$ cat src/design/axi_pkg.sv
package axi_pkg;

    // AXI4-Lite bus widths
    localparam int addr_width = 32;
    localparam int data_width = 32;
    localparam int strb_width = data_width / 8; // one strobe per byte lane

    // every transaction is unprivileged, secure, data access
    localparam logic [2:0] axi_prot_default = 3'b000;

    // response encoding, only OKAY is ever returned
    localparam logic [1:0] resp_okay = 2'b00;

endpackage

$ cat src/design/req_pkg.sv
package req_pkg;

    typedef enum logic {
        op_read  = 1'b0,
        op_write = 1'b1
    } req_op_e;

    // which port issued the request
    typedef enum logic {
        src_inst = 1'b0,
        src_data = 1'b1
    } req_src_e;

    localparam int queue_depth     = 4;
    localparam int queue_ptr_width = $clog2(queue_depth);

    // on-chip word memory
    localparam int mem_words       = 256;
    localparam int mem_index_width = 8; // word index, addr[9:2]

endpackage

$ cat src/design/axi_lite_master.sv
`timescale 1ns/1ps

module axi_lite_master import axi_pkg::*, req_pkg::*; (
    input  logic                  clk,
    input  logic                  rst,
    // queue side
    input  logic                  empty,
    output logic                  pop,
    input  req_op_e               head_op,
    input  req_src_e              head_src,
    input  logic [addr_width-1:0] head_addr,
    input  logic [data_width-1:0] head_wdata,
    input  logic [strb_width-1:0] head_wmask,
    // completion
    output logic                  done,
    output req_src_e              done_src,
    output req_op_e               done_op,
    output logic [data_width-1:0] done_rdata,
    // read address / data
    output logic [addr_width-1:0] araddr,
    output logic [2:0]            arprot,
    output logic                  arvalid,
    input  logic                  arready,
    input  logic [data_width-1:0] rdata,
    input  logic                  rvalid,
    output logic                  rready,
    // write address / data / response
    output logic [addr_width-1:0] awaddr,
    output logic [2:0]            awprot,
    output logic                  awvalid,
    input  logic                  awready,
    output logic [data_width-1:0] wdata,
    output logic [strb_width-1:0] wstrb,
    output logic                  wvalid,
    input  logic                  wready,
    input  logic                  bvalid,
    output logic                  bready
);

    typedef enum logic [2:0] {
        st_idle,
        st_raddr,
        st_rdata,
        st_wreq,  // aw and w outstanding
        st_wresp
    } state_e;

    state_e                state;
    logic                  aw_ok;    // aw accepted in this write
    logic                  w_ok;     // w accepted in this write
    logic                  ready_en; // rready/bready high once out of reset
    req_op_e               req_op;
    req_src_e              req_src;
    logic [addr_width-1:0] req_addr;
    logic [data_width-1:0] req_wdata;
    logic [strb_width-1:0] req_wmask;

    assign pop = state == st_idle && !empty;

    assign arvalid = state == st_raddr;
    assign awvalid = state == st_wreq && !aw_ok;
    assign wvalid  = state == st_wreq && !w_ok;
    assign rready  = ready_en;
    assign bready  = ready_en;

    assign araddr = req_addr;
    assign awaddr = req_addr;
    assign arprot = axi_prot_default;
    assign awprot = axi_prot_default;
    assign wdata  = req_wdata;
    assign wstrb  = req_wmask;

    assign done       = (state == st_rdata && rvalid && rready) ||
                        (state == st_wresp && bvalid && bready);
    assign done_src   = req_src;
    assign done_op    = req_op;
    assign done_rdata = rdata; // don't care on writes

    // latch the head at pop
    always_ff @(posedge clk) begin
        if (pop) begin
            req_op    <= head_op;
            req_src   <= head_src;
            req_addr  <= head_addr;
            req_wdata <= head_wdata;
            req_wmask <= head_wmask;
        end
    end

    always_ff @(posedge clk) begin
        if (rst) begin
            state    <= st_idle;
            aw_ok    <= 1'b0;
            w_ok     <= 1'b0;
            ready_en <= 1'b0;
        end else begin
            ready_en <= 1'b1;
            case (state)
                st_idle:
                    if (pop) state <= (head_op == op_read) ? st_raddr : st_wreq;
                st_raddr:
                    if (arready) state <= st_rdata;
                st_rdata:
                    if (rvalid && rready) state <= st_idle;
                st_wreq: begin
                    if ((aw_ok || awready) && (w_ok || wready)) begin
                        state <= st_wresp;
                        aw_ok <= 1'b0;
                        w_ok  <= 1'b0;
                    end else begin
                        if (awready) aw_ok <= 1'b1;
                        if (wready) w_ok <= 1'b1;
                    end
                end
                st_wresp:
                    if (bvalid && bready) state <= st_idle;
                default: state <= st_idle;
            endcase
        end
    end

endmodule

$ cat config.mk
export PLATFORM = sky130hd
export DESIGN_NAME = axi_lite_master
export DESIGN_NICKNAME = d
export VERILOG_FILES = /design/src/design/axi_pkg.sv /design/src/design/req_pkg.sv /design/src/design/axi_lite_master.sv
export SDC_FILE = /design/constraint.sdc
export NUM_CORES = 1
export LEC_CHECK = 0
export BUFFER_PORTS_ARGS = -buffer_cell sky130_fd_sc_hd__buf_4
export CAP_MARGIN = 20
export CORE_ASPECT_RATIO = 0.7
export CORE_MARGIN = 1
export CORE_UTILIZATION = 33
export DETAILED_ROUTE_END_ITERATION = 12
export GPL_ROUTABILITY_DRIVEN = 0
export PLACE_DENSITY_LB_ADDON = 0.3
export SKIP_LAST_GASP = 1
export SYNTH_ARGS = -nofsm -noshare
export SYNTH_HDL_FRONTEND = slang
export SYNTH_SLANG_ARGS = --single-unit
$ cat constraint.sdc
create_clock -name clk -period 8.9 [get_ports clk]
set_input_delay 0 -clock clk [delete_from_list [all_inputs] [get_ports clk]]
set_output_delay 0 -clock clk [all_outputs]
set_load 0.1 [all_outputs]
==> results_dict.tcl, run 1 <==
set metrics [dict create \
    firstDrtPassIters 4 \
    rsz0062_at_grt "false" \
    dp.cells 421 \
    path_cells "nor4_4, buf_4, buf_4" \
    synth_top_family_by_area "buffers and inverters" \
    ys_types 25 \
    max_slew.worst_pin.slew_ns 0.5263 \
    drcViolationCount 0 \
    cp-end-kind "output port" \
    fin_area_mm2 0.005085 \
    path_class "register to output port" \
    grt_overflow 0 \
    postSynthCellCount 180 \
    finalClockSkew_ns 0.005652 \
    die_h_um 81.46 \
    ant_nets 0 \
    crit_required_ns 8.90 \
    status "finished clean" \
    cp_num_buf_inv 2 \
    synth_compound_area_share_pct 2.816 \
    wl_per_cell_um 14.76 \
    syn_area_per_cell_um2 16.54 \
    dpl_cell_area_mm2 0.004028 \
    setup_ws_ns 6.925 \
    yosysTopAreaCell "edfxtp_1" \
    utilization_pct 59.24 \
    core.rowCount 28 \
    relSlewSlack_pct 64.86 \
    pre_cts_ws_ns 7.250 \
    grt_usage_pct 15.96 \
    start_util_pct 34.68 \
    ys_ff_latch 76 \
    die_w_um 115.5 \
    synth-xor-area-share_pct 0 \
    cp_slowest_cell "dfxtp_1" \
    clock_latency_ns 0.33 \
    cts_buffers 9 \
    power.total_mw 1.351 \
    cts_tree "built" \
    synth.area.top_cells "edfxtp_1, buf_4, dfxtp_1" \
    hold_viol 0 \
    synth-edff-count 70 \
    yosys_warnings 0 \
    diodes 0 \
    powerDensity_mw_per_mm2 265.7 \
    cpLargestDelayFamily "buffers and inverters" \
    slowest_delay_ns 0.47 \
    core_mm2 0.008583 \
    setup_viol 0 \
    synthAdderAreaFrac_pct 0 \
    finalCritPeriodShare_pct 22.19 \
    vias 2140 \
    yosys.area.top_type_share_pct 70.62 \
    finalCriticalPeriod_ns 1.975 \
    critPathMostFrequentCell "buf_4" \
    fill_cells 710 \
    post-synth-top-count-cell "buf_4" \
    slew_violations 0 \
    fmaxAchievable_mhz 506.3 \
    dp_hpwl_mm 4.827 \
    final.setup.tns_ns 0 \
    nets 496 \
    netlist_area_mm2 0.002977 \
    synth-seq-area-share_pct 74.65 \
    vdd_drop_max_mv 0.1292 \
    drtIter0Drc 83 \
    clk_pin_slew_ns 0.05 \
    wirelength_mm 7.540 \
    ctsResizeCount 0 \
    hold_ws_ns 0.00003857 \
    io_buffers 186 \
    cp_max_fo 37 \
    grt_pass1_wl_mm 10.81 \
    arrival_ns 1.98 \
    yosys_most_used_dff "edfxtp_1" \
    htree_num_levels 3 \
    clockRootBuffer "clkbuf_16" \
    dieArea_mm2 0.009410 \
    antenna_found_initial 0 \
    cts_max_path_buffers 2 \
    instances_no_fill 511 \
    grt_max_degree 38 \
    max-cap-violations 0 \
    post_drt_via_cell_ratio 4.188 \
    synth-async-reset-ratio_pct 0 \
    synthSimpleGateAreaFrac_pct 3.993 \
    p_leak_nw 2.186 \
    min_path_type "primary input to output port" \
    netlist_top_cells_count "buf_4, edfxtp_1, dfxtp_1" \
    startpoint_type "register" \
    grt_pass1_vias 2165 \
    muxShareOfSynthArea_pct 0 \
    drive_gt1_share_pct 53.71 \
    clock-sinks 76 \
    syn_to_final_growth_pct 70.83 \
    top_level_ports 257 \
]
-- metal layers --
layer | share of wire [%] | global-route usage (%)
met5 | 0 | 0
met3 | 8.1 | 5.683
met4 | 2.9 | 9.481
met2 | 54 | 30.06
met1 | 35 | 15.13
-- final cells by class --
class	instances	area, um2	share of cell area (%)
flip-flops and latches	76	2222	43.70
repair buffers	262	2152	42.32
multi-input cells	36	240.2	4.724
clock buffers	10	229.0	4.503
well taps	120	150.1	2.953
clock inverters	6	87.58	1.722
inverters	1	3.754	0.07382
-- layout by cell type, fill, tap and decap left out, drive strengths merged --
cell type    netlist  routed
buf               72     188
dlygate4sd3        0      74
edfxtp            70      70
clkbuf             0      10
conb               1       6
dfxtp              6       6
nor2               5       5
a21oi              4       4
nor2b              3       3
nand2              3       3
clkinv             0       3
a22oi              2       2
a31oi              2       2
bufinv             0       2
inv                1       2
and2               1       1
and2b              1       1
nor4               1       1
nor3b              1       1
o221a              1       1
nand3b             1       1
nand4b             1       1
o41ai              1       1
nand2b             1       1
nand3              1       1
o31ai              1       1
-- cell families (layout without fill, tap and decap cells) --
kind of cell           Yosys count  after routing
buffers and inverters           73            279
AO/OA/AOI/OAI                   11             11
flip-flops                      76             76
AND/OR/NAND/NOR                 19             19
other                            1              6
-- what timing repair did --
action	4_1_cts	5_1_grt
setup buffers	0	0
endpoints found under the setup margin	0	0
hold endpoints to repair	76	0
hold buffers	74	0
-- registers in the layout (all words and copies together) (netlist names) --
signal / cells
done_src: 1
w_ok: 1
bready: 1
wstrb: 4
wdata: 32
done_op: 1
aw_ok: 1
state: 3
araddr: 32
-- worst paths after layout --
path	startpoint	end	slack (ns)	depth (start not counted)
max	state[0]	pop	6.92	3
min	rdata[28]	done_rdata[28]	0.00004	0
max reg2reg	state[0]	wdata[11]	7.27	2
min reg2reg	w_ok	w_ok	0.54	2
-- power by group --
part / internal, mW / leakage, nW / switching (mW)
Combinational: 0.107 / 1.32 / 0.410
Sequential: 0.436 / 0.713 / 0.0181
Clock: 0.246 / 0.157 / 0.134
Total: 0.789 / 2.19 / 0.562
No activity file was read; power rests on OpenSTA's default activity.
==> run 2, diff against run 1 <==
==> constraint.sdc (replaced) <==
create_clock -name clk -period 2 [get_ports clk]
set_input_delay 0 -clock clk [delete_from_list [all_inputs] [get_ports clk]]
set_output_delay 0 -clock clk [all_outputs]
set_load 0.1 [all_outputs]
==> results_dict.tcl, run 2 (same netlist as run 1, synthesis figures left out) <==
set metrics [dict create \
    r2r-end "araddr[26]" \
    path_cells "nor4_4, buf_12, buf_4" \
    clock-sinks 76 \
    cts_buffers 9 \
    die_w_um 115.5 \
    cp_slowest_cell "dfxtp_2" \
    firstDrtPassIters 4 \
    grt_max_degree 41 \
    wirelength_mm 7.145 \
    clk_pin_slew_ns 0.05 \
    crit_required_ns 2.00 \
    finalCritPeriodShare_pct 82.37 \
    pre_cts_ws_ns 0.5056 \
    fmaxAchievable_mhz 607.0 \
    power.total_mw 6.016 \
    ctsResizeCount 0 \
    cp_max_fo 40 \
    grt_overflow 0 \
    final_common_cell "buf_4" \
    cts_hold_buf 74 \
    start_util_pct 34.68 \
    grt_usage_pct 14.65 \
    critical_path_depth 3 \
    drcViolationCount 0 \
    startpoint_type "register" \
    vdd_drop_max_mv 0.6033 \
    setup_ws_ns 0.3526 \
    finalClockSkew_ns 0.005437 \
    grt_pass1_vias 2090 \
    clock_latency_ns 0.33 \
    antenna_found_initial 0 \
    arrival_ns 1.65 \
    crit_end "pop" \
    path_class "register to output port" \
    cpLargestDelayFamily "buffers and inverters" \
    dp_hpwl_mm 4.791 \
    max-cap-violations 0 \
    drive_gt1_share_pct 54.22 \
    r2r_slack_ns 0.52 \
    post_cts_buffers 0 \
    wl_per_cell_um 13.98 \
    dieArea_mm2 0.009410 \
    drtIter0Drc 64 \
    core_mm2 0.008583 \
    post_drt_via_cell_ratio 4.106 \
    finalCriticalPeriod_ns 1.647 \
    slowest_delay_ns 0.35 \
    powerDensity_mw_per_mm2 1180 \
    final_cell_mix "buf_4, dlygate4sd3_1, edfxtp_1" \
    cts_max_path_buffers 2 \
    grt_pass1_wl_mm 10.12 \
    clockRootBuffer "clkbuf_16" \
    cp_num_buf_inv 2 \
    startpoint "state[2]" \
    slew_violations 0 \
    syn_to_final_growth_pct 71.29 \
    io_buffers 186 \
    cts_tree "built" \
    nets 496 \
    diodes 0 \
    top_level_ports 257 \
    min_path_type "primary input to output port" \
    hold_viol 0 \
    htree_num_levels 3 \
    vias 2098 \
    setup_viol 0 \
    reg2regPathDepth 2 \
    status "finished clean" \
    utilization_pct 59.40 \
    r2r-start "state[2]" \
    rsz0062_at_grt "false" \
    p_leak_nw 2.186 \
    cp-end-kind "output port" \
    core.rowCount 28 \
    ant_nets 0 \
    die_h_um 81.46 \
    hold_ws_ns 0.00003857 \
]
-- run 2: report_power, final --
group          total [mW]  internal [mW]  switching, mW  leakage, nW
Clock                1.69           1.09          0.601        0.153
Sequential           2.02           1.94         0.0802        0.714
Combinational        2.30          0.486           1.82         1.32
Total                6.02           3.52           2.50         2.19
-- run 2: area by class of cell --
cell class	count	area, um2
inverter	1	3.754
clock buffer	10	229.0
multi-input combinational	36	240.2
tap	120	150.1
clock inverter	6	86.33
sequential	76	2225
fill	696	3485
timing repair buffer	262	2165
-- run 2: per-layer routing --
layer,vias up,global-route usage (%),wire length (um)
met1,985,13.86,2491
met3,20,5.683,638
met5,-,0,0
met4,0,6.494,127
met2,116,28.26,3889
li1,977,-,-
-- run 2: how the worst min path moves through the flow --
stage	from	to	slack, ns	depth (start not counted)
floorplan	rst	bready	0.06	1
global placement	rdata[1]	done_rdata[1]	0.0007	0
detailed placement	rdata[1]	done_rdata[1]	0.0007	0
CTS	rdata[1]	done_rdata[1]	0.0007	0
global route	rdata[28]	done_rdata[28]	0.0002	0
finish	rdata[17]	done_rdata[17]	0.00004	0
-- run 2: worst register-to-register path, delay by kind of cell, from the launching register on --
kind          cells  cell delay (ns)
simple gates      1             0.35
buf+inv           1             0.41
flops             1             0.35
-- run 2: through the flow --
stage,cell area (um2),setup TNS [ns],std cells
6_report,5099,0,511
5_1_grt,5099,0,511
4_1_cts,5099,0,511
3_5_place_dp,4043,0,421
3_3_place_gp,4043,0,421
2_1_floorplan,3013,-145.10,185
