[config.mk]
export PLATFORM = sky130hd
export DESIGN_NAME = sram_arbiter
export DESIGN_NICKNAME = d
export VERILOG_FILES = /design/src/design/axi_pkg.sv /design/src/design/req_pkg.sv /design/src/design/sram_arbiter.sv
export SDC_FILE = /design/constraint.sdc
export NUM_CORES = 1
export LEC_CHECK = 0
export BUFFER_PORTS_ARGS = -buffer_cell sky130_fd_sc_hd__buf_2
export CORE_AREA = 4 4 106 108
export CTS_BUF_LIST = sky130_fd_sc_hd__clkbuf_8 sky130_fd_sc_hd__clkbuf_16
export DETAILED_ROUTE_END_ITERATION = 10
export DIE_AREA = 0 0 110 112
export GPL_TIMING_DRIVEN = 0
export PLACE_DENSITY = 0.48
export SLEW_MARGIN = 10
export SYNTH_ARGS = -nofsm -noshare
export SYNTH_HDL_FRONTEND = slang
export SYNTH_SLANG_ARGS = --single-unit
[constraint.sdc]
create_clock -name clk -period 1.5 [get_ports clk]
set_input_delay 0.225 -clock clk [delete_from_list [all_inputs] [get_ports clk]]
set_output_delay 0.225 -clock clk [all_outputs]
set_load 0.005 [all_outputs]
[src/design/axi_pkg.sv]
package axi_pkg;

    // AXI4-Lite bus widths
    localparam int addr_width = 32;
    localparam int data_width = 32;
    localparam int strb_width = data_width / 8; // one strobe per byte lane

    // every transaction is unprivileged, secure, data access
    localparam logic [2:0] axi_prot_default = 3'b000;

    // response encoding, only OKAY is ever returned
    localparam logic [1:0] resp_okay = 2'b00;

endpackage

[src/design/req_pkg.sv]
package req_pkg;

    typedef enum logic {
        op_read  = 1'b0,
        op_write = 1'b1
    } req_op_e;

    // which port issued the request
    typedef enum logic {
        src_inst = 1'b0,
        src_data = 1'b1
    } req_src_e;

    localparam int queue_depth     = 4;
    localparam int queue_ptr_width = $clog2(queue_depth);

    // on-chip word memory
    localparam int mem_words       = 256;
    localparam int mem_index_width = 8; // word index, addr[9:2]

endpackage

[src/design/sram_arbiter.sv]
`timescale 1ns/1ps

module sram_arbiter import axi_pkg::*, req_pkg::*; (
    input  logic                  clk,
    input  logic                  rst,
    // instruction port
    input  logic                  inst_ce,
    input  logic [addr_width-1:0] inst_addr,
    output logic [data_width-1:0] inst_rdata,
    output logic                  inst_rdata_valid,
    // data port
    input  logic                  data_ce,
    input  logic                  data_we,
    input  logic [addr_width-1:0] data_addr,
    input  logic [data_width-1:0] data_wdata,
    input  logic [strb_width-1:0] data_wmask,
    output logic [data_width-1:0] data_rdata,
    output logic                  data_rdata_valid,
    output logic                  data_write_finish,
    // queue side
    input  logic                  full,
    output logic                  push,
    output req_op_e               push_op,
    output req_src_e              push_src,
    output logic [addr_width-1:0] push_addr,
    output logic [data_width-1:0] push_wdata,
    output logic [strb_width-1:0] push_wmask,
    // completion from the master
    input  logic                  done,
    input  req_src_e              done_src,
    input  req_op_e               done_op,
    input  logic [data_width-1:0] done_rdata
);

    logic inst_pend;
    logic data_pend;
    logic inst_new;
    logic data_new;
    logic sel_data;

    assign inst_new = inst_ce && !inst_pend; // held ce, not yet queued
    assign data_new = data_ce && !data_pend;
    assign sel_data = data_new;              // data wins a tie

    assign push       = !full && (inst_new || data_new);
    assign push_src   = sel_data ? src_data : src_inst;
    assign push_op    = (sel_data && data_we) ? op_write : op_read; // inst only reads
    assign push_addr  = sel_data ? data_addr : inst_addr;
    assign push_wdata = sel_data ? data_wdata : '0;
    assign push_wmask = sel_data ? data_wmask : '0;

    always_ff @(posedge clk) begin
        if (rst) begin
            inst_pend <= 1'b0;
            data_pend <= 1'b0;
        end else begin
            // set on enqueue, cleared by the matching completion
            if (push && !sel_data) inst_pend <= 1'b1;
            else if (done && done_src == src_inst) inst_pend <= 1'b0;

            if (push && sel_data) data_pend <= 1'b1;
            else if (done && done_src == src_data) data_pend <= 1'b0;
        end
    end

    // completion routing, straight through
    assign inst_rdata        = done_rdata;
    assign data_rdata        = done_rdata;
    assign inst_rdata_valid  = done && done_src == src_inst;
    assign data_rdata_valid  = done && done_src == src_data && done_op == op_read;
    assign data_write_finish = done && done_src == src_data && done_op == op_write;

endmodule

==> reports/qor.yml, run 1 <==
job:
  timing.max_cap.violations: 0
sta:
  hold_violations: 0
  finalCritPeriodShare_pct: 107
  slew_headroom_pct: 86.5
  min_period_ps: 1600
  fin_ws_ps: -99.3
  fin_skew_ps: 3.52
  clock.fmax_mhz: 625
  drv_slew: 0
  rsz0062_at_grt: "true"
  worst_slew_pin_slew_ps: 201
  setup_viol: 55
power:
  p_total_uw: 1240
  vdd.ir_drop.worst_mv: 0.283
  power.density_nw_per_um2: 392
  p_leak_uw: 0.00194
worst_setup_path:
  path_class: "reg2out"
  worstSetupEndpointType: "output port"
  crit_fanout: 10
  rr_worst_depth: 2
  worstPathArrival_ps: 1370
  worstPathRequired_ps: 1270
  cp-start-kind: "flop"
  r2r_slack_ps: 470
synthesis:
  ys_warn_count: 0
  synth_edf_count: 0
  synth_area_leader_cell: "buf_4"
  synthFlopType: "dfxtp_1"
  ys_seq_elements: 2
  yosysSeqAreaShare_pct: 2.76
  yosys.cell_count.top_type: "buf_4"
  ys_types: 24
  synth.top_cell.area_share_pct: 33.1
  synth.area.top_cells: "buf_4, mux2_4, and2_1, and2_4, buf_12"
  netlist_instances: 157
  synth_common_cells: "buf_4, mux2_4, and2_1, and2_4"
  ys_async_sr_fraction_pct: 0
  synth_fp_nets: 298
  syn-cell-area_um2: 1450
  syn_area_per_cell_um2: 9.24
floorplan:
  rows: 37
  die_h_um: 112
  die_x_um: 110
  fp.coreArea_um2: 10200
  io_pins: 279
  initial_core_util_pct: 14.2
  dieArea_um2: 12300
clock_tree:
  ctsLongestPathBuffers: 2
  cts.sinks: 2
  path_clk_slew_ps: 30
  cts_tree: "done"
  htreeDepth: 1
  root_buffer: "clkbuf_8"
  clk_latency_ps: 210
  cts-buffers-inserted: 3
place:
  post-dp-hpwl_mm: 6.02
  placed_cells: 539
  io_buffers: 246
  gp_congestion: 0.729
  place_ws_ps: 63.5
global_routing:
  antenna_found_initial: 0
  gr-total-overflow: 0
  grt_pass1_vias: 1856
  grt_first_pass_wirelength_mm: 8.94
  grt_max_degree: 11
  grtUsageTotal_pct: 8.90
final_layout:
  diodes: 0
  final_cells: 546
  syn_to_final_growth_pct: 119
  nets: 553
  final_util_pct: 31.0
  drive_above_1_share_pct: 91.0
detailed_routing:
  post-route-drc-count: 0
  first_iter_violations: 38
  avgRoutedWirePerCell_um: 12.1
  ant_nets: 0
  vias_per_cell: 3.47
  vias: 1894
  routed_wl_mm: 6.61
  first_pass_iters: 4
min_path:
  hp-class: "in2reg"
  hold_depth: 2
status:
  status: "finished, violations left"
  violations: "negative setup slack"
[metrics by stage]
stage | setup TNS (ps) | cell area [µm²] | hold slack (ps)
6_report | -3660 | 3170 | 202
3_5_place_dp | 0 | 2850 | 424
2_1_floorplan | 0 | 1450 | 294
4_1_cts | -4810 | 3160 | 196
5_1_grt | -7730 | 3170 | 198
3_3_place_gp | 0 | 2850 | 414
[worst max-delay path, stage by stage, from the launching register on]
cell and delay (ps):
dfxtp_2 310, nand2b_4 140, buf_12 150, buf_12 150, mux2_4 300, buf_6 120
[final cells by class]
cell class                 instances  area, µm²
fill                            1113       7060
timing repair buffer             250       1480
multi-input combinational         81        828
buffer                            72        602
tap                              136        170
sequential                         2       41.3
clock buffer                       3       41.3
inverter                           2       10.0
[path summary, 6_finish.rpt]
path / start / end
setup / recovery: data_pend$_SDFFE_PP0P_ / push_addr[18]
hold reg to reg: inst_pend$_SDFFE_PP0P_ / inst_pend$_SDFFE_PP0P_
hold / removal: rst / data_pend$_SDFFE_PP0P_
setup reg to reg: inst_pend$_SDFFE_PP0P_ / inst_pend$_SDFFE_PP0P_
[logic make-up (layout without fill, tap and decap cells)]
group           count (synthesis)  count (layout)  synth area share (%)
compound gates                  4               4                  1.98
buf+inv                        74             327                  41.2
flops                           2               2                  2.76
mux                            32              32                  32.4
simple gates                   45              45                  21.7
[metal layers]
metal | share of wire (%) | routed length, µm | global-route usage, % | up-vias
li1 | - | - | - | 949
met1 | 31 | 2030 | 8.57 | 814
met2 | 57 | 3770 | 18.8 | 127
met3 | 12 | 777 | 1.91 | 4
met4 | 0.47 | 31 | 1.08 | 0
met5 | 0 | 0 | 0 | -
[repair_timing]
| item | in CTS | in global routing |
|---|---|---|
| cloned | 1 | 1 |
| resized for setup | 42 | 2 |
| pin swaps | 0 | 1 |
| hold buffers | 0 | 0 |
| hold endpoints to repair | 0 | 0 |
| setup endpoints to repair | 69 | 70 |
| setup buffers | 2 | 0 |
[cell usage in the layout, fill, tap and decap left out, drive strengths merged]
master,count
buf,321
and2,37
mux2,32
clkbuf,4
nand2b,2
inv,2
a21oi,2
dfxtp,2
nor2b,1
nand2,1
nor2,1
and3,1
or4b,1
o32ai,1
a21bo,1
or3b,1
[registers in the layout (all words and copies together), names as in the netlist]
| name | count |
|---|---|
| data_pend | 1 |
| inst_pend | 1 |
[power breakdown]
| group | leakage, µW | switching [µW] | internal (µW) | total (µW) |
|---|---|---|---|---|
| Combinational | 0.00190 | 308 | 669 | 977 |
| Clock | 0.0000216 | 38.4 | 169 | 208 |
| Sequential | 0.0000168 | 1.76 | 57.5 | 59.2 |
| Total | 0.00194 | 348 | 895 | 1240 |
Note: power is estimated with default switching activity, not from simulation.
==> run 2: changes to the inputs <==
==> constraint.sdc (replaced) <==
create_clock -name clk -period 1.5 [get_ports clk]
set_input_delay 0.15 -clock clk [delete_from_list [all_inputs] [get_ports clk]]
set_output_delay 0.15 -clock clk [all_outputs]
set_load 0.005 [all_outputs]
==> run 2 against run 1 <==
Effect of this change: the run still ends with negative setup slack left; sequential share of layout area about the same; utilization barely moved; clock skew about the same; critical endpoint unchanged; critical path depth is the same; final cell count is 0.18% lower; largest power group unchanged; routed wire length shrank 0.59%; worst setup slack better by 75 ps; combinational power is essentially flat.
==> reports/qor.yml, run 2 (synthesized netlist as in run 1, its figures left out) <==
status:
  status: "finished, violations left"
  violations: "negative setup slack"
final_layout:
  drive_above_1_share_pct: 91.2
  final_common_cell: "buf_2"
  biggestRegsByFlops: "data_pend x1, inst_pend x1"
  final_cells: 545
  syn_to_final_growth_pct: 119
  seqCellArea_um2: 41.3
  diodes: 0
  mostFrequentLayoutCells: "buf_2, buf_4, buf_6"
  nets: 552
  fillCellCount: 1110
  multi_input_area_um2: 831
floorplan:
  dieArea_um2: 12300
  initial_core_util_pct: 14.2
  fp.coreArea_um2: 10200
  die_x_um: 110
  die_h_um: 112
  io_pins: 279
  rows: 37
place:
  place_ws_ps: 138
  placed_cells: 539
  io_buffers: 246
  gp_congestion: 0.729
  post-dp-hpwl_mm: 6.02
sta:
  hold_violations: 0
  holdWs_ps: 127
  setup_viol: 22
  rsz0062_at_grt: "true"
  clock.fmax_mhz: 656
  fin_ws_ps: -24.5
  fin_skew_ps: 3.52
  slew_headroom_pct: 86.5
  worst_slew_pin_slew_ps: 202
  finalCritPeriodShare_pct: 102
  drv_slew: 0
  min_period_ps: 1520
power:
  p_total_uw: 1250
  vdd.ir_drop.worst_mv: 0.283
  power.density_nw_per_um2: 392
  p_leak_uw: 0.00194
clock_tree:
  ctsLongestPathBuffers: 2
  cts.sinks: 2
  path_clk_slew_ps: 30
  htreeDepth: 1
  cts-buffers-inserted: 3
  root_buffer: "clkbuf_8"
  clk_latency_ps: 210
  cts_tree: "done"
min_path:
  min_from: "rst"
  hp-class: "in2reg"
global_routing:
  grt.met1_usage_pct: 8.64
  gr-total-overflow: 0
  grt_use_met2_pct: 18.8
  antenna_found_initial: 0
  grt_max_degree: 20
  grtUsageTotal_pct: 8.91
  grt_first_pass_wirelength_mm: 8.96
  busiest_layer: "met2"
  grt.met3_usage_pct: 1.91
  grt_pass1_vias: 1854
worst_setup_path:
  cpMaxStageDelayCell: "dfxtp_2"
  path_cells: "nand2b_4 -> buf_12 -> buf_12 -> mux2_4 -> buf_6"
  critical-path-max-stage-delay_ps: 310
  worstSetupStartpoint: "data_pend$_SDFFE_PP0P_"
  worstSetupEndpointType: "output port"
  worstPathRequired_ps: 1350
  crit_fanout: 10
  path_class: "reg2out"
  cp-start-kind: "flop"
  reg2reg_from: "data_pend$_SDFFE_PP0P_"
  crit_top_cell: "buf_12"
  worstPathArrival_ps: 1370
job:
  timing.max_cap.violations: 0
detailed_routing:
  first_iter_violations: 37
  avgRoutedWirePerCell_um: 12.1
  vias: 1879
  post-route-drc-count: 0
  ant_nets: 0
  vias_per_cell: 3.45
  routed_wl_mm: 6.57
  first_pass_iters: 4
run 2: path summary, 6_finish.rpt:
kind	end	slack [ps]	cells after the start
worst max register to register	inst_pend$_SDFFE_PP0P_	420	6
worst min register to register	inst_pend$_SDFFE_PP0P_	480	2
worst min-delay path	data_pend$_SDFFE_PP0P_	130	2
worst max-delay path	push_addr[18]	-20	5
run 2: per-stage QoR:
step,setup TNS [ps],cell area (µm²),utilization [%]
floorplan,0,1450,-
detailed placement,0,2850,27.9
global placement,0,2850,27.9
finish,-314,3180,31.0
global route,-1740,3180,31.0
CTS,-749,3140,30.7
run 2: where the power goes:
group	switching [µW]	internal (µW)
registers	1.77	57.5
clock network	38.1	169
logic	308	671
total	347	898
run 2: area by class of cell:
cell class,count,area share [%]
timing repair buffer,250,46.6
multi-input combinational,81,26.2
buffer,71,19.0
tap,136,5.36
sequential,2,1.30
clock buffer,3,1.30
inverter,2,0.315
run 2: routing by layer:
layer / part of all wire [%] / vias to the layer above / routed length, µm
met5: 0 / - / 0
met4: 0.47 / 0 / 31
met3: 12 / 4 / 779
met2: 57 / 127 / 3730
met1: 31 / 803 / 2030
li1: - / 945 / -
run 2: timing repair:
item / 4_1_cts / 5_1_grt
gates cloned: 1 / 0
hold buffers: 0 / 0
hold endpoints to repair: 0 / 0
gates resized for setup: 40 / 9
setup endpoints to repair: 51 / 49
setup buffers: 2 / 1
run 2: worst max-delay path, delay by kind of cell, from the launching register on:
family,cells,cell delay (ps)
buffers and inverters,3,420
DFF,1,310
muxes,1,300
and+or+nand+nor,1,140
==> run 3: changes to the inputs <==
- PLACE_DENSITY: 0.48 -> 0.61
==> run 3 against run 2 <==
Effect of this change: the flow still finishes with violations (negative setup slack); register-to-register slack worse by 30 ps; fmax shrank 0.43%; clock power hardly changed; design area shrank 0.24%; worst setup slack worse by 6.6 ps; clock skew down 1.1 ps; clock-buffer cell count unchanged; first-iteration DRC count down 27%; non-clock buffer count increased by 2; global-route usage increased by 0.14 points; combinational power about the same; sequential power about the same; largest power group unchanged; highest routed layer unchanged.
==> reports/qor.yml, run 3 (synthesized netlist as in run 1, its figures left out) <==
sta:
  fin_ws_ps: -31.1
  setup_tns_ps: -519
  min_period_ps: 1530
  hold_violations: 0
  slew_headroom_pct: 86.7
  fin_skew_ps: 2.45
  finalCritPeriodShare_pct: 102
  holdWs_ps: 125
  worst_slew_pin_slew_ps: 199
  rsz0062_at_grt: "true"
  setup_viol: 30
  drv_slew: 0
  clock.fmax_mhz: 653
detailed_routing:
  vias_per_cell: 3.48
  vias: 1903
  ant_nets: 0
  avgRoutedWirePerCell_um: 12.4
  post-route-drc-count: 0
  first_iter_violations: 27
  routed_wl_mm: 6.76
  first_pass_iters: 3
floorplan:
  dieArea_um2: 12300
  die_h_um: 112
  initial_core_util_pct: 14.2
  die_x_um: 110
  rows: 37
  io_pins: 279
  fp.coreArea_um2: 10200
worst_setup_path:
  cp-start-kind: "flop"
  worstSetupEndpointType: "output port"
  worstPathRequired_ps: 1350
  worstPathArrival_ps: 1380
  path_class: "reg2out"
  crit_fanout: 8
  rr_worst_depth: 3
global_routing:
  grt_pass1_vias: 1850
  grt_first_pass_wirelength_mm: 8.92
  antenna_found_initial: 0
  grt_max_degree: 11
  gr-total-overflow: 0
  grtUsageTotal_pct: 9.05
final_layout:
  final_cells: 547
  syn_to_final_growth_pct: 118
  biggestRegsByFlops: "data_pend x1, inst_pend x1"
  final_common_cell: "buf_2"
  final_util_pct: 31.0
  drive_above_1_share_pct: 90.8
  diodes: 0
  mostFrequentLayoutCells: "buf_2, buf_4, buf_6"
  nets: 554
  fillCellCount: 1082
place:
  gp_congestion: 0.743
  post-dp-hpwl_mm: 6.03
  io_buffers: 246
  place_ws_ps: 135
  placed_cells: 539
power:
  power.density_nw_per_um2: 394
  p_leak_uw: 0.00193
  vdd.ir_drop.worst_mv: 0.199
min_path:
  hp-class: "in2reg"
  hold_depth: 2
clock_tree:
  cts_tree: "done"
  htreeDepth: 1
  path_clk_slew_ps: 30
  root_buffer: "clkbuf_8"
  clk_latency_ps: 210
  ctsLongestPathBuffers: 2
  cts-buffers-inserted: 3
  cts.sinks: 2
job:
  timing.max_cap.violations: 0
status:
  violations: "negative setup slack"
  status: "finished, violations left"
## run 3: area by class of cell
class	instances	area, µm²	share of cell area [%]
buffer	72	599	18.9
clock buffer	3	41.3	1.30
inverter	2	12.5	0.395
multi-input combinational	81	813	25.7
sequential	2	41.3	1.30
tap	136	170	5.37
timing repair buffer	251	1490	47.0
## run 3: what timing repair did
item / 4_1_cts / 5_1_grt
hold buffers: 0 / 0
endpoints found under the setup margin: 57 / 51
setup buffers: 2 / 1
gates resized for setup: 33 / 6
gates cloned: 1 / 1
## run 3: per-layer routing
| metal | track usage (%) | share of wire [%] |
|---|---|---|
| met1 | 9.58 | 33 |
| met3 | 1.16 | 9.6 |
| met2 | 18.1 | 56 |
| met5 | 0 | 0 |
| met4 | 2.24 | 0.93 |
## run 3: metrics by stage
stage	area [µm²]	total power, µW
after floorplan	1450	511
after global placement	2850	906
after detailed placement	2850	914
after CTS	3110	1240
after global routing	3170	1340
final	3170	1250
## run 3: worst paths after layout
| path | from | end | slack [ps] |
|---|---|---|---|
| setup / recovery | data_pend$_SDFFE_PP0P_ | push_addr[16] | -30 |
| hold / removal | rst | data_pend$_SDFFE_PP0P_ | 130 |
| setup reg to reg | data_pend$_SDFFE_PP0P_ | data_pend$_SDFFE_PP0P_ | 390 |
| hold reg to reg | inst_pend$_SDFFE_PP0P_ | inst_pend$_SDFFE_PP0P_ | 480 |
## run 3: worst max-delay path, stage by stage, from the launching register on
cell	delay, ps
dfxtp_2	310
nand2b_4	140
buf_12	150
clkbuf_16	160
mux2_4	300
buf_6	120
## run 3: where the power goes
group,internal (µW),switching [µW],total [µW],leakage (µW)
combinational,665,313,978,0.00189
clock,170,40.8,210,0.0000216
sequential,57.5,1.81,59.3,0.0000168
