<file path="src/design/axi_pkg.sv">
package axi_pkg;

    // AXI4-Lite bus widths
    localparam int addr_width = 32;
    localparam int data_width = 32;
    localparam int strb_width = data_width / 8; // one strobe per byte lane

    // every transaction is unprivileged, secure, data access
    localparam logic [2:0] axi_prot_default = 3'b000;

    // response encoding, only OKAY is ever returned
    localparam logic [1:0] resp_okay = 2'b00;

endpackage

</file>
<file path="src/design/req_pkg.sv">
package req_pkg;

    typedef enum logic {
        op_read  = 1'b0,
        op_write = 1'b1
    } req_op_e;

    // which port issued the request
    typedef enum logic {
        src_inst = 1'b0,
        src_data = 1'b1
    } req_src_e;

    localparam int queue_depth     = 4;
    localparam int queue_ptr_width = $clog2(queue_depth);

    // on-chip word memory
    localparam int mem_words       = 256;
    localparam int mem_index_width = 8; // word index, addr[9:2]

endpackage

</file>
<file path="src/design/req_fifo.sv">
`timescale 1ns/1ps

module req_fifo import axi_pkg::*, req_pkg::*; (
    input  logic                  clk,
    input  logic                  rst,
    input  logic                  push,
    input  req_op_e               push_op,
    input  req_src_e              push_src,
    input  logic [addr_width-1:0] push_addr,
    input  logic [data_width-1:0] push_wdata,
    input  logic [strb_width-1:0] push_wmask,
    input  logic                  pop,
    output req_op_e               head_op,
    output req_src_e              head_src,
    output logic [addr_width-1:0] head_addr,
    output logic [data_width-1:0] head_wdata,
    output logic [strb_width-1:0] head_wmask,
    output logic                  full,
    output logic                  empty
);

    req_op_e               op_q    [queue_depth];
    req_src_e              src_q   [queue_depth];
    logic [addr_width-1:0] addr_q  [queue_depth];
    logic [data_width-1:0] wdata_q [queue_depth];
    logic [strb_width-1:0] wmask_q [queue_depth];

    logic [queue_ptr_width-1:0] wr_ptr;
    logic [queue_ptr_width-1:0] rd_ptr;
    logic [queue_ptr_width:0]   count; // one extra bit to hold queue_depth

    assign full  = count == queue_depth[queue_ptr_width:0];
    assign empty = count == '0;

    // head is visible before the pop
    assign head_op    = op_q[rd_ptr];
    assign head_src   = src_q[rd_ptr];
    assign head_addr  = addr_q[rd_ptr];
    assign head_wdata = wdata_q[rd_ptr];
    assign head_wmask = wmask_q[rd_ptr];

    always_ff @(posedge clk) begin
        if (push) begin
            op_q[wr_ptr]    <= push_op;
            src_q[wr_ptr]   <= push_src;
            addr_q[wr_ptr]  <= push_addr;
            wdata_q[wr_ptr] <= push_wdata;
            wmask_q[wr_ptr] <= push_wmask;
        end
    end

    always_ff @(posedge clk) begin
        if (rst) begin
            wr_ptr <= '0;
            rd_ptr <= '0;
            count  <= '0;
        end else begin
            if (push) wr_ptr <= wr_ptr + 1'b1; // wraps at queue_depth
            if (pop) rd_ptr <= rd_ptr + 1'b1;
            case ({push, pop})
                2'b10:   count <= count + 1'b1;
                2'b01:   count <= count - 1'b1;
                default: count <= count;
            endcase
        end
    end

endmodule

</file>
<file path="config.mk">
export PLATFORM = sky130hd
export DESIGN_NAME = req_fifo
export DESIGN_NICKNAME = d
export VERILOG_FILES = /design/src/design/axi_pkg.sv /design/src/design/req_pkg.sv /design/src/design/req_fifo.sv
export SDC_FILE = /design/constraint.sdc
export NUM_CORES = 1
export LEC_CHECK = 0
export ABC_AREA = 1
export ABC_CLOCK_PERIOD_IN_PS = 3700
export BUFFER_PORTS_ARGS = -buffer_cell sky130_fd_sc_hd__buf_2
export CAP_MARGIN = 20
export CORE_MARGIN = 2
export CORE_UTILIZATION = 30
export CTS_CLUSTER_SIZE = 25
export DETAILED_ROUTE_END_ITERATION = 10
export HOLD_SLACK_MARGIN = 0.06
export PLACE_DENSITY = 0.46
export SKIP_LAST_GASP = 1
export SYNTH_ARGS = -nofsm -noshare
export SYNTH_HDL_FRONTEND = slang
export SYNTH_SLANG_ARGS = --single-unit
</file>
<file path="constraint.sdc">
create_clock -name clk -period 3.7 [get_ports clk]
set_clock_uncertainty 0.2 [all_clocks]
set_input_delay 1.11 -clock clk [delete_from_list [all_inputs] [get_ports clk]]
set_output_delay 1.11 -clock clk [all_outputs]
set_load 0.05 [all_outputs]
</file>
==> impl_metrics.yaml, run 1 <==
synth:
  syn_area_um2: 11400
  synth_seq_cells: 289
  postSynth.asyncResetShare_pct: 0
  ys_seq_area_share_pct: 75.4
  synth.distinct_cells: 21
  syn_avg_cell_area_um2: 15.5
  synth-edff-count: 280
  ys_top_cells_by_area: "edfxtp_1 74%, o21ai_0 5.1%, o22ai_2 4.4%"
  yosys.area.top_type_share_pct: 73.8
  synthFlopType: "edfxtp_1"
  synth_area_leader_cell: "edfxtp_1"
  synth_nets: 814
  ys.warnings.count: 0
  syn_inst: 734
floorplan:
  fp.dieW_um: 199
  die_area_um2: 39500
  ioPinCount: 146
  design.core.area_um2: 37500
  num_rows: 71
  start_util_pct: 30.4
  fp.dieH_um: 199
cts:
  cts-htree-levels: 1
  cts_resized: 0
  cts.sinks: 289
  cts_buffers: 31
  clockBufferDepth: 3
  clk_latency_ns: 0.55
  root_buffer: "clkbuf_16"
  clk_pin_slew_ns: 0.06
  postCtsSetupRepairBufs: 0
  holdBufCountCts: 0
  cts_tree: "built"
layout:
  area_growth_pct: 20.3
  layout_common_cells: "280 x edfxtp_1, 144 x buf_2, 116 x o21ai_0, 103 x nor2_1"
  nets: 965
  layout-drive-gt1-share_pct: 32.5
  final_common_cell: "edfxtp_1"
grt:
  grt_first_pass_wirelength_mm: 37.9
  antenna_found_initial: 4
  grtUsageTotal_pct: 12.7
  grt_overflow: 0
  grt_max_degree: 141
  grt_pass1_vias: 6423
detailed_routing:
  drc: 0
  route.vias.total: 6378
  dr.pass1.iters: 4
  viasPerCell: 4.49
  ant_nets: 0
  drt-total-wl_mm: 25.1
  drtIter0Drc: 320
  wl_per_cell_um: 17.6
sta:
  setup_viol: 0
  fin_crit_ns: 3.56
  finalSetupTns_ns: 0
  relSlewSlack_pct: 54.3
  period_share_pct: 96.2
  rsz0062_at_grt: "no"
  fin_ws_ns: 0.140
  fmax_mhz: 281
  worst_slew_pin_slew_ns: 0.685
  hold_viol: 0
  slew_viol_final: 0
pwr:
  p_leak_nw: 4.67
  total_power_mw: 7.85
  power_density_nw_per_um2: 573
  vdd_ir_drop_max_uv: 299
critical_path:
  cp.arrival_ns: 2.25
  startpoint_type: "flip-flop"
  end_kind: "output port"
  cp.required_ns: 2.39
  cp_max_fo: 140
  worst-setup-path-type: "flip-flop to output port"
place:
  port_buffers: 145
  dp.final_hpwl_mm: 13.6
  pre_cts_slack_ns: 0.728
  gp_congestion: 0.662
min_path:
  hp-class: "flip-flop to flip-flop"
flow_run:
  drv_cap: 0
outcome:
  status: "complete, no violations"
final timing paths:
kind	start	to	slack, ns	cells past startpoint
max reg2reg	wr_ptr[0]$_SDFFE_PP0P_	wmask_q[2][0]$_DFFE_PP_	1.63	5
min	rd_ptr[1]$_SDFFE_PP0P_	flip-flop	0.24	1
max	flip-flop	head_addr[27]	0.14	4
min reg2reg	rd_ptr[1]$_SDFFE_PP0P_	flip-flop	0.24	1
critical path: stages (launching register included):
cell and delay, ns:
dfxtp_4 0.38, buf_12 0.46, o21ai_0 0.22, o22ai_2 0.20
buf_2 0.29
registers in the layout, indices dropped and copies added, names as in the netlist, named ones only:
name,count
src_q,4
count,3
op_q,4
wdata_q,128
rd_ptr,2
wr_ptr,2
addr_q,128
wmask_q,16
layer usage:
metal  track usage (%)  share of wire, %  up-vias
li1                  -                 -     3066
met1              17.0                46     3157
met3              2.73               5.0       36
met4              3.87               1.8        6
met2              20.6                47      113
met5                 0              0.13        -
Yosys cell counts, types with 7 or more instances:
| cell | instances |
|---|---|
| buf_2 | 10 |
| buf_6 | 7 |
| clkbuf_1 | 22 |
| dfxtp_1 | 9 |
| edfxtp_1 | 280 |
| inv_1 | 17 |
| nand2_1 | 9 |
| nor2_1 | 103 |
| nor2_4 | 40 |
| o21ai_0 | 116 |
| o21ai_1 | 30 |
| o22ai_1 | 30 |
| o22ai_2 | 40 |
per-stage QoR:
stage	area, µm²	util [%]	instances	hold slack, ns
after global placement	12700	33.9	1363	0.221
after CTS	13700	36.5	1420	0.239
after global routing	13700	36.5	1420	0.274
final	13700	36.6	1421	0.237
after floorplan	11400	-	734	0.212
after detailed placement	12700	33.9	1363	0.224
final cells by class:
type	count	area, µm²
diodes	1	2.50
flip-flops and latches	289	8590
multi-input cells	383	2420
clock buffers	50	917
well taps	511	639
fillers	3620	23800
inverters	18	77.6
clock inverters	7	87.6
repair buffers	162	968
power by group:
part           internal (mW)  total, mW  switching, mW  leakage, nW
clock                   1.82       3.01           1.19        0.491
combinational          0.258       1.07          0.813         1.53
sequential              3.74       3.77         0.0327         2.65
cells by family after synthesis:
logic type               share of synthesized area, %
adder cells (fa/ha/maj)                         0.725
flip-flops                                       75.4
AO/OA/AOI/OAI                                    12.7
AND/OR/NAND/NOR                                  7.83
buffers and inverters                            3.37
(Power assumes the default switching activity.)
==> run 2: changes to the inputs <==
--- a/config.mk
+++ b/config.mk
@@ -11,3 +11,2 @@
 export CAP_MARGIN = 20
-export CORE_MARGIN = 2
 export CORE_UTILIZATION = 30
--- a/constraint.sdc
+++ b/constraint.sdc
@@ -4,2 +4,2 @@
 set_output_delay 1.11 -clock clk [all_outputs]
-set_load 0.05 [all_outputs]
+set_load 0.01 [all_outputs]
==> run 2 against run 1 <==
Final cell count fell by 0.14%. Non-clock buffer count did not move. Largest cell class unchanged. Critical endpoint is now head_wdata[4]. Count of clock-buffer cells in the layout fell by 9. Worst setup slack improved by 0.14 ns. Worst hold slack got worse by 0.0051 ns. Via count rose by 0.44%. Sequential power barely moved. Design area fell by 0.19%. Register-to-register slack improved by 0.04 ns. Total power fell by 4.8%. Largest power group unchanged.
==> impl_metrics.yaml, run 2 (synthesis gave the netlist of run 1 again) <==
cts:
  cts_buffers: 34
  cts_tree: "built"
  cts-htree-levels: 2
  clk_pin_slew_ns: 0.05
  clockBufferDepth: 3
  holdBufCountCts: 0
  cts.sinks: 289
  cts_resized: 0
  clk_latency_ns: 0.51
  root_buffer: "clkbuf_16"
  postCtsSetupRepairBufs: 0
place:
  dp.final_hpwl_mm: 13.5
  gp_congestion: 0.674
  port_buffers: 145
sta:
  fmax_mhz: 293
  period_share_pct: 92.4
  fin_crit_ns: 3.42
  hold_viol: 0
  rsz0062_at_grt: "no"
  setup_viol: 0
  holdWs_ns: 0.232
  finalSetupTns_ns: 0
  worst_slew_pin_slew_ns: 0.668
  relSlewSlack_pct: 55.4
  slew_viol_final: 0
detailed_routing:
  ant_nets: 0
  dr.pass1.iters: 5
  drc: 0
  wl_per_cell_um: 17.7
  route.vias.total: 6406
  drtIter0Drc: 334
  viasPerCell: 4.51
  drt-total-wl_mm: 25.2
layout:
  final_common_cell: "edfxtp_1"
  area_growth_pct: 20.1
  nets: 968
  nFillCells: 3608
  layout-drive-gt1-share_pct: 32.3
  seq_area_um2: 8590
  multi_input_area_um2: 2420
  largest_registers: "addr_q: 128 flops, wdata_q: 128 flops, wmask_q: 16 flops"
  layout_common_cells: "280 x edfxtp_1, 145 x buf_2, 116 x o21ai_0, 103 x nor2_1"
  antenna_cells: 0
pwr:
  p_leak_nw: 4.66
  swShare_pct: 23.6
  power_frac_seq_pct: 50.4
  power.switching_mw: 1.77
  power_density_nw_per_um2: 547
  comb_power_share_pct: 9.8
  vdd_ir_drop_max_uv: 288
  internal_power_mw: 5.71
  p_clk_share_pct: 39.8
critical_path:
  startpoint_type: "flip-flop"
  crit_buf_inv: 2
  ff2ff_path_depth: 5
  crit_chain: "buf_12, o21ai_0, o22ai_1, buf_2"
  timing.rr.end: "addr_q[2][16]$_DFFE_PP_"
  crit_slowest_cell: "buf_12"
  path_delay_family: "buffers and inverters"
  worst-setup-path-type: "flip-flop to output port"
  cp.arrival_ns: 2.11
  max_stage_delay_ns: 0.46
  r2r_slack_ns: 1.67
  cp.required_ns: 2.39
  cp.depth: 4
  cp_max_fo: 140
  r2r_start: "wr_ptr[0]$_SDFFE_PP0P_"
  end_kind: "output port"
floorplan:
  design.core.area_um2: 37500
  ioPinCount: 146
  start_util_pct: 30.4
  die_area_um2: 38800
  fp.dieH_um: 197
  fp.dieW_um: 197
  num_rows: 71
grt:
  grt_overflow: 0
  grt_pass1_vias: 6235
  grtUsageTotal_pct: 13.0
  grt_max_degree: 141
  grt_first_pass_wirelength_mm: 37.6
  antenna_found_initial: 1
min_path:
  hp-class: "flip-flop to flip-flop"
  hp-start: "rd_ptr[1]$_SDFFE_PP0P_"
  hold_depth: 1
flow_run:
  drv_cap: 0
outcome:
  status: "complete, no violations"
run 2: worst reg2reg max path: cells and delay by family, from the launching register on:
kind / cells / cell delay, ns
fa+ha+maj: 1 / 0.20
buf+inv: 3 / 0.92
simple gates: 1 / 0.08
flops: 1 / 0.35
run 2: how the worst max path moves through the flow:
stage	from	end	slack, ns
2_1_floorplan	push	addr_q[2][0]$_DFFE_PP_	0.57
3_3_place_gp	flip-flop	head_wdata[4]	0.81
3_5_place_dp	flip-flop	head_wdata[4]	0.82
4_1_cts	flip-flop	head_wdata[4]	0.25
5_1_grt	flip-flop	head_wdata[4]	0.12
6_report	flip-flop	head_wdata[4]	0.28
run 2: layout make-up:
cell class	count	share of cell area (%)
Inverter	18	0.567
Clock buffer	41	6.57
Multi-Input combinational cell	383	17.7
Clock inverter	15	0.531
Sequential cell	289	62.8
Timing Repair Buffer	162	7.15
Tap cell	511	4.67
run 2: power by group through the flow:
stage | clock network, mW | logic, mW | registers (mW)
2_1_floorplan | 0 | 0.443 | 3.84
3_3_place_gp | 0 | 0.756 | 3.84
3_5_place_dp | 0 | 0.758 | 3.84
4_1_cts | 3.08 | 0.759 | 3.77
5_1_grt | 3.18 | 0.813 | 3.78
6_report | 2.97 | 0.733 | 3.77
run 2: metal layers:
| metal | GRT usage [%] | vias to the layer above | share of wire, % |
|---|---|---|---|
| li1 | - | 3069 | - |
| met1 | 17.0 | 3168 | 45 |
| met2 | 21.0 | 125 | 48 |
| met3 | 2.87 | 42 | 4.4 |
| met4 | 5.14 | 2 | 2.4 |
| met5 | 0 | - | 0.052 |
run 2: stage by stage:
step	worst slack [ns]	cell area (µm²)	power (mW)	instances	utilization, %
final	0.283	13700	7.48	1419	36.5
after detailed placement	0.820	12700	4.60	1363	33.9
after floorplan	0.573	11400	4.29	734	-
after global placement	0.815	12700	4.60	1363	33.9
after global routing	0.125	13700	7.77	1419	36.5
after CTS	0.252	13700	7.61	1419	36.5
==> run 3: changes to the inputs <==
ABC_AREA = default   (was 1)
CORE_MARGIN = 10   (was default)
==> run 3 against run 2 <==
Critical path depth is 1 lower. Highest routed layer unchanged. Maximum frequency rose by 1.0%. Critical endpoint is now head_src. Critical path type unchanged. Global-route usage down 2.7 points.
==> impl_metrics.yaml, run 3 <==
synth:
  synth_common_cells: "280 x edfxtp_1, 70 x mux4_2, 9 x dfxtp_1"
  ys.warnings.count: 0
  postSynth.asyncResetShare_pct: 0
  synth-edff-count: 280
  synth_seq_cells: 289
  yosysMostFrequentCell: "edfxtp_1"
  syn_avg_cell_area_um2: 25.7
  synthFlopType: "edfxtp_1"
  ys_top_cells_by_area: "edfxtp_1 79%, mux4_2 15%, dfxtp_1 1.7%"
  synth.distinct_cells: 22
  synth_nets: 493
  syn_inst: 413
  synth_area_leader_cell: "edfxtp_1"
  syn_area_um2: 10600
  ys_seq_area_share_pct: 81.0
  yosys.area.top_type_share_pct: 79.3
floorplan:
  fp.dieW_um: 208
  fp.dieH_um: 208
  design.core.area_um2: 34700
  die_area_um2: 43300
  ioPinCount: 146
  start_util_pct: 30.6
  num_rows: 68
flow_run:
  drv_cap: 0
sta:
  hold_viol: 0
  relSlewSlack_pct: 70.3
  setup_viol: 0
  rsz0062_at_grt: "no"
  slew_viol_final: 0
  fin_crit_ns: 3.38
  worst_slew_pin_slew_ns: 0.445
  period_share_pct: 91.4
  fmax_mhz: 296
  finalSetupTns_ns: 0
cts:
  cts_resized: 0
  holdBufCountCts: 0
  cts-htree-levels: 2
  cts.sinks: 289
  postCtsSetupRepairBufs: 0
  clockBufferDepth: 3
  cts_buffers: 34
  root_buffer: "clkbuf_16"
  clk_pin_slew_ns: 0.05
  cts_tree: "built"
  clk_latency_ns: 0.49
grt:
  antenna_found_initial: 3
  grt_pass1_vias: 5526
  grt_overflow: 0
  grtUsageTotal_pct: 10.3
  grt_max_degree: 45
  grt_first_pass_wirelength_mm: 34.6
detailed_routing:
  drt-total-wl_mm: 22.5
  drtIter0Drc: 225
  viasPerCell: 4.55
  route.vias.total: 4854
  dr.pass1.iters: 5
  wl_per_cell_um: 21.1
  drc: 0
  ant_nets: 0
place:
  dp.final_hpwl_mm: 14.2
  port_buffers: 145
  gp_congestion: 0.717
pwr:
  vdd_ir_drop_max_uv: 373
  power_density_nw_per_um2: 581
  p_leak_nw: 4.33
outcome:
  status: "complete, no violations"
layout:
  largest_registers: "addr_q: 128 flops, wdata_q: 128 flops, wmask_q: 16 flops"
  layout-drive-gt1-share_pct: 45.8
  seq_area_um2: 8600
  area_growth_pct: 22.0
  utilization_pct: 37.3
  nFillCells: 3214
  antenna_cells: 0
  layout_common_cells: "280 x edfxtp_1, 145 x buf_2, 70 x mux4_2, 35 x clkbuf_16"
  nets: 671
  final_common_cell: "edfxtp_1"
  multi_input_area_um2: 1810
critical_path:
  end_kind: "output port"
  cp.required_ns: 2.39
  max_stage_delay_ns: 0.58
  worst-setup-path-type: "flip-flop to output port"
  r2r_start: "wr_ptr[0]$_SDFFE_PP0P_"
  crit_slowest_cell: "dfxtp_4"
  cp_max_fo: 16
  cp.arrival_ns: 2.07
  startpoint_type: "flip-flop"
  crit_chain: "buf_4, mux4_2, buf_2"
min_path:
  hp-start: "rd_ptr[1]$_SDFFE_PP0P_"
  hp-class: "flip-flop to flip-flop"
run 3: changes by cell type in the layout (fill, tap and decap cells not counted), sizes merged, moves of 2 or more:
cell    previous run  this run
buf              162       159
mux4               0        70
xnor2              0         2
nand2              9         1
a21oi              5         2
o21ai            146         1
inv               15         7
clkinv            17        13
o22ai             70         0
nor2             143         8
and2               0         4
xor2               0         3
run 3: cell families after synthesis:
group,after synthesis,share of synthesized area (%)
buffers and inverters,23,2.04
flip-flops,289,81.0
XOR/XNOR,5,0.413
AO/OA/AOI/OAI,3,0.141
multiplexers,71,15.0
AND/OR/NAND/NOR,16,0.719
adder cells (fa/ha/maj),6,0.778
run 3: metrics by stage:
step | instances | cell area (µm²) | power (mW) | setup WS (ns) | hold slack, ns
floorplan | 413 | 10600 | 4.30 | 0.314 | 0.267
global placement | 1010 | 11900 | 4.60 | 0.785 | 0.277
detailed placement | 1010 | 11900 | 4.62 | 0.768 | 0.312
CTS | 1067 | 12900 | 7.67 | 0.233 | 0.330
global route | 1067 | 12900 | 7.85 | 0.173 | 0.363
finish | 1067 | 12900 | 7.52 | 0.317 | 0.323
run 3: path summary, 6_finish.rpt:
path	to	depth (start not counted)	slack [ns]
max reg2reg	wdata_q[0][22]$_DFFE_PP_	4	1.80
min	rd_ptr[1]$_SDFFE_PP0P_	2	0.32
min reg2reg	rd_ptr[1]$_SDFFE_PP0P_	2	0.32
max	head_src	3	0.32
run 3: report_power, final:
group	leakage [nW]	internal, mW	switching, mW
Sequential	2.65	3.76	0.0470
Combinational	1.18	0.330	0.387
Clock	0.498	1.79	1.21
Total	4.33	5.88	1.64
run 3: critical path: cells and delay by family, from the launching register on:
| kind | cells | cell delay [ns] |
|---|---|---|
| flip-flops | 1 | 0.58 |
| multiplexers | 1 | 0.54 |
| buffers and inverters | 2 | 0.46 |
run 3: layout make-up:
cell class	instances	area share, %
clock inverters	15	0.812
inverters	6	0.174
repair buffers	159	7.19
clock buffers	42	6.97
well taps	455	4.40
multi-input cells	101	14.0
flip-flops and latches	289	66.4
run 3: layer usage:
layer	global-route usage (%)	wire length, µm	share of wire (%)	up-vias
met3	2.95	1270	5.6	45
met1	12.2	9170	41	2566
met5	0	47	0.21	-
li1	-	-	-	2111
met2	17.8	11500	51	126
met4	3.11	490	2.2	6
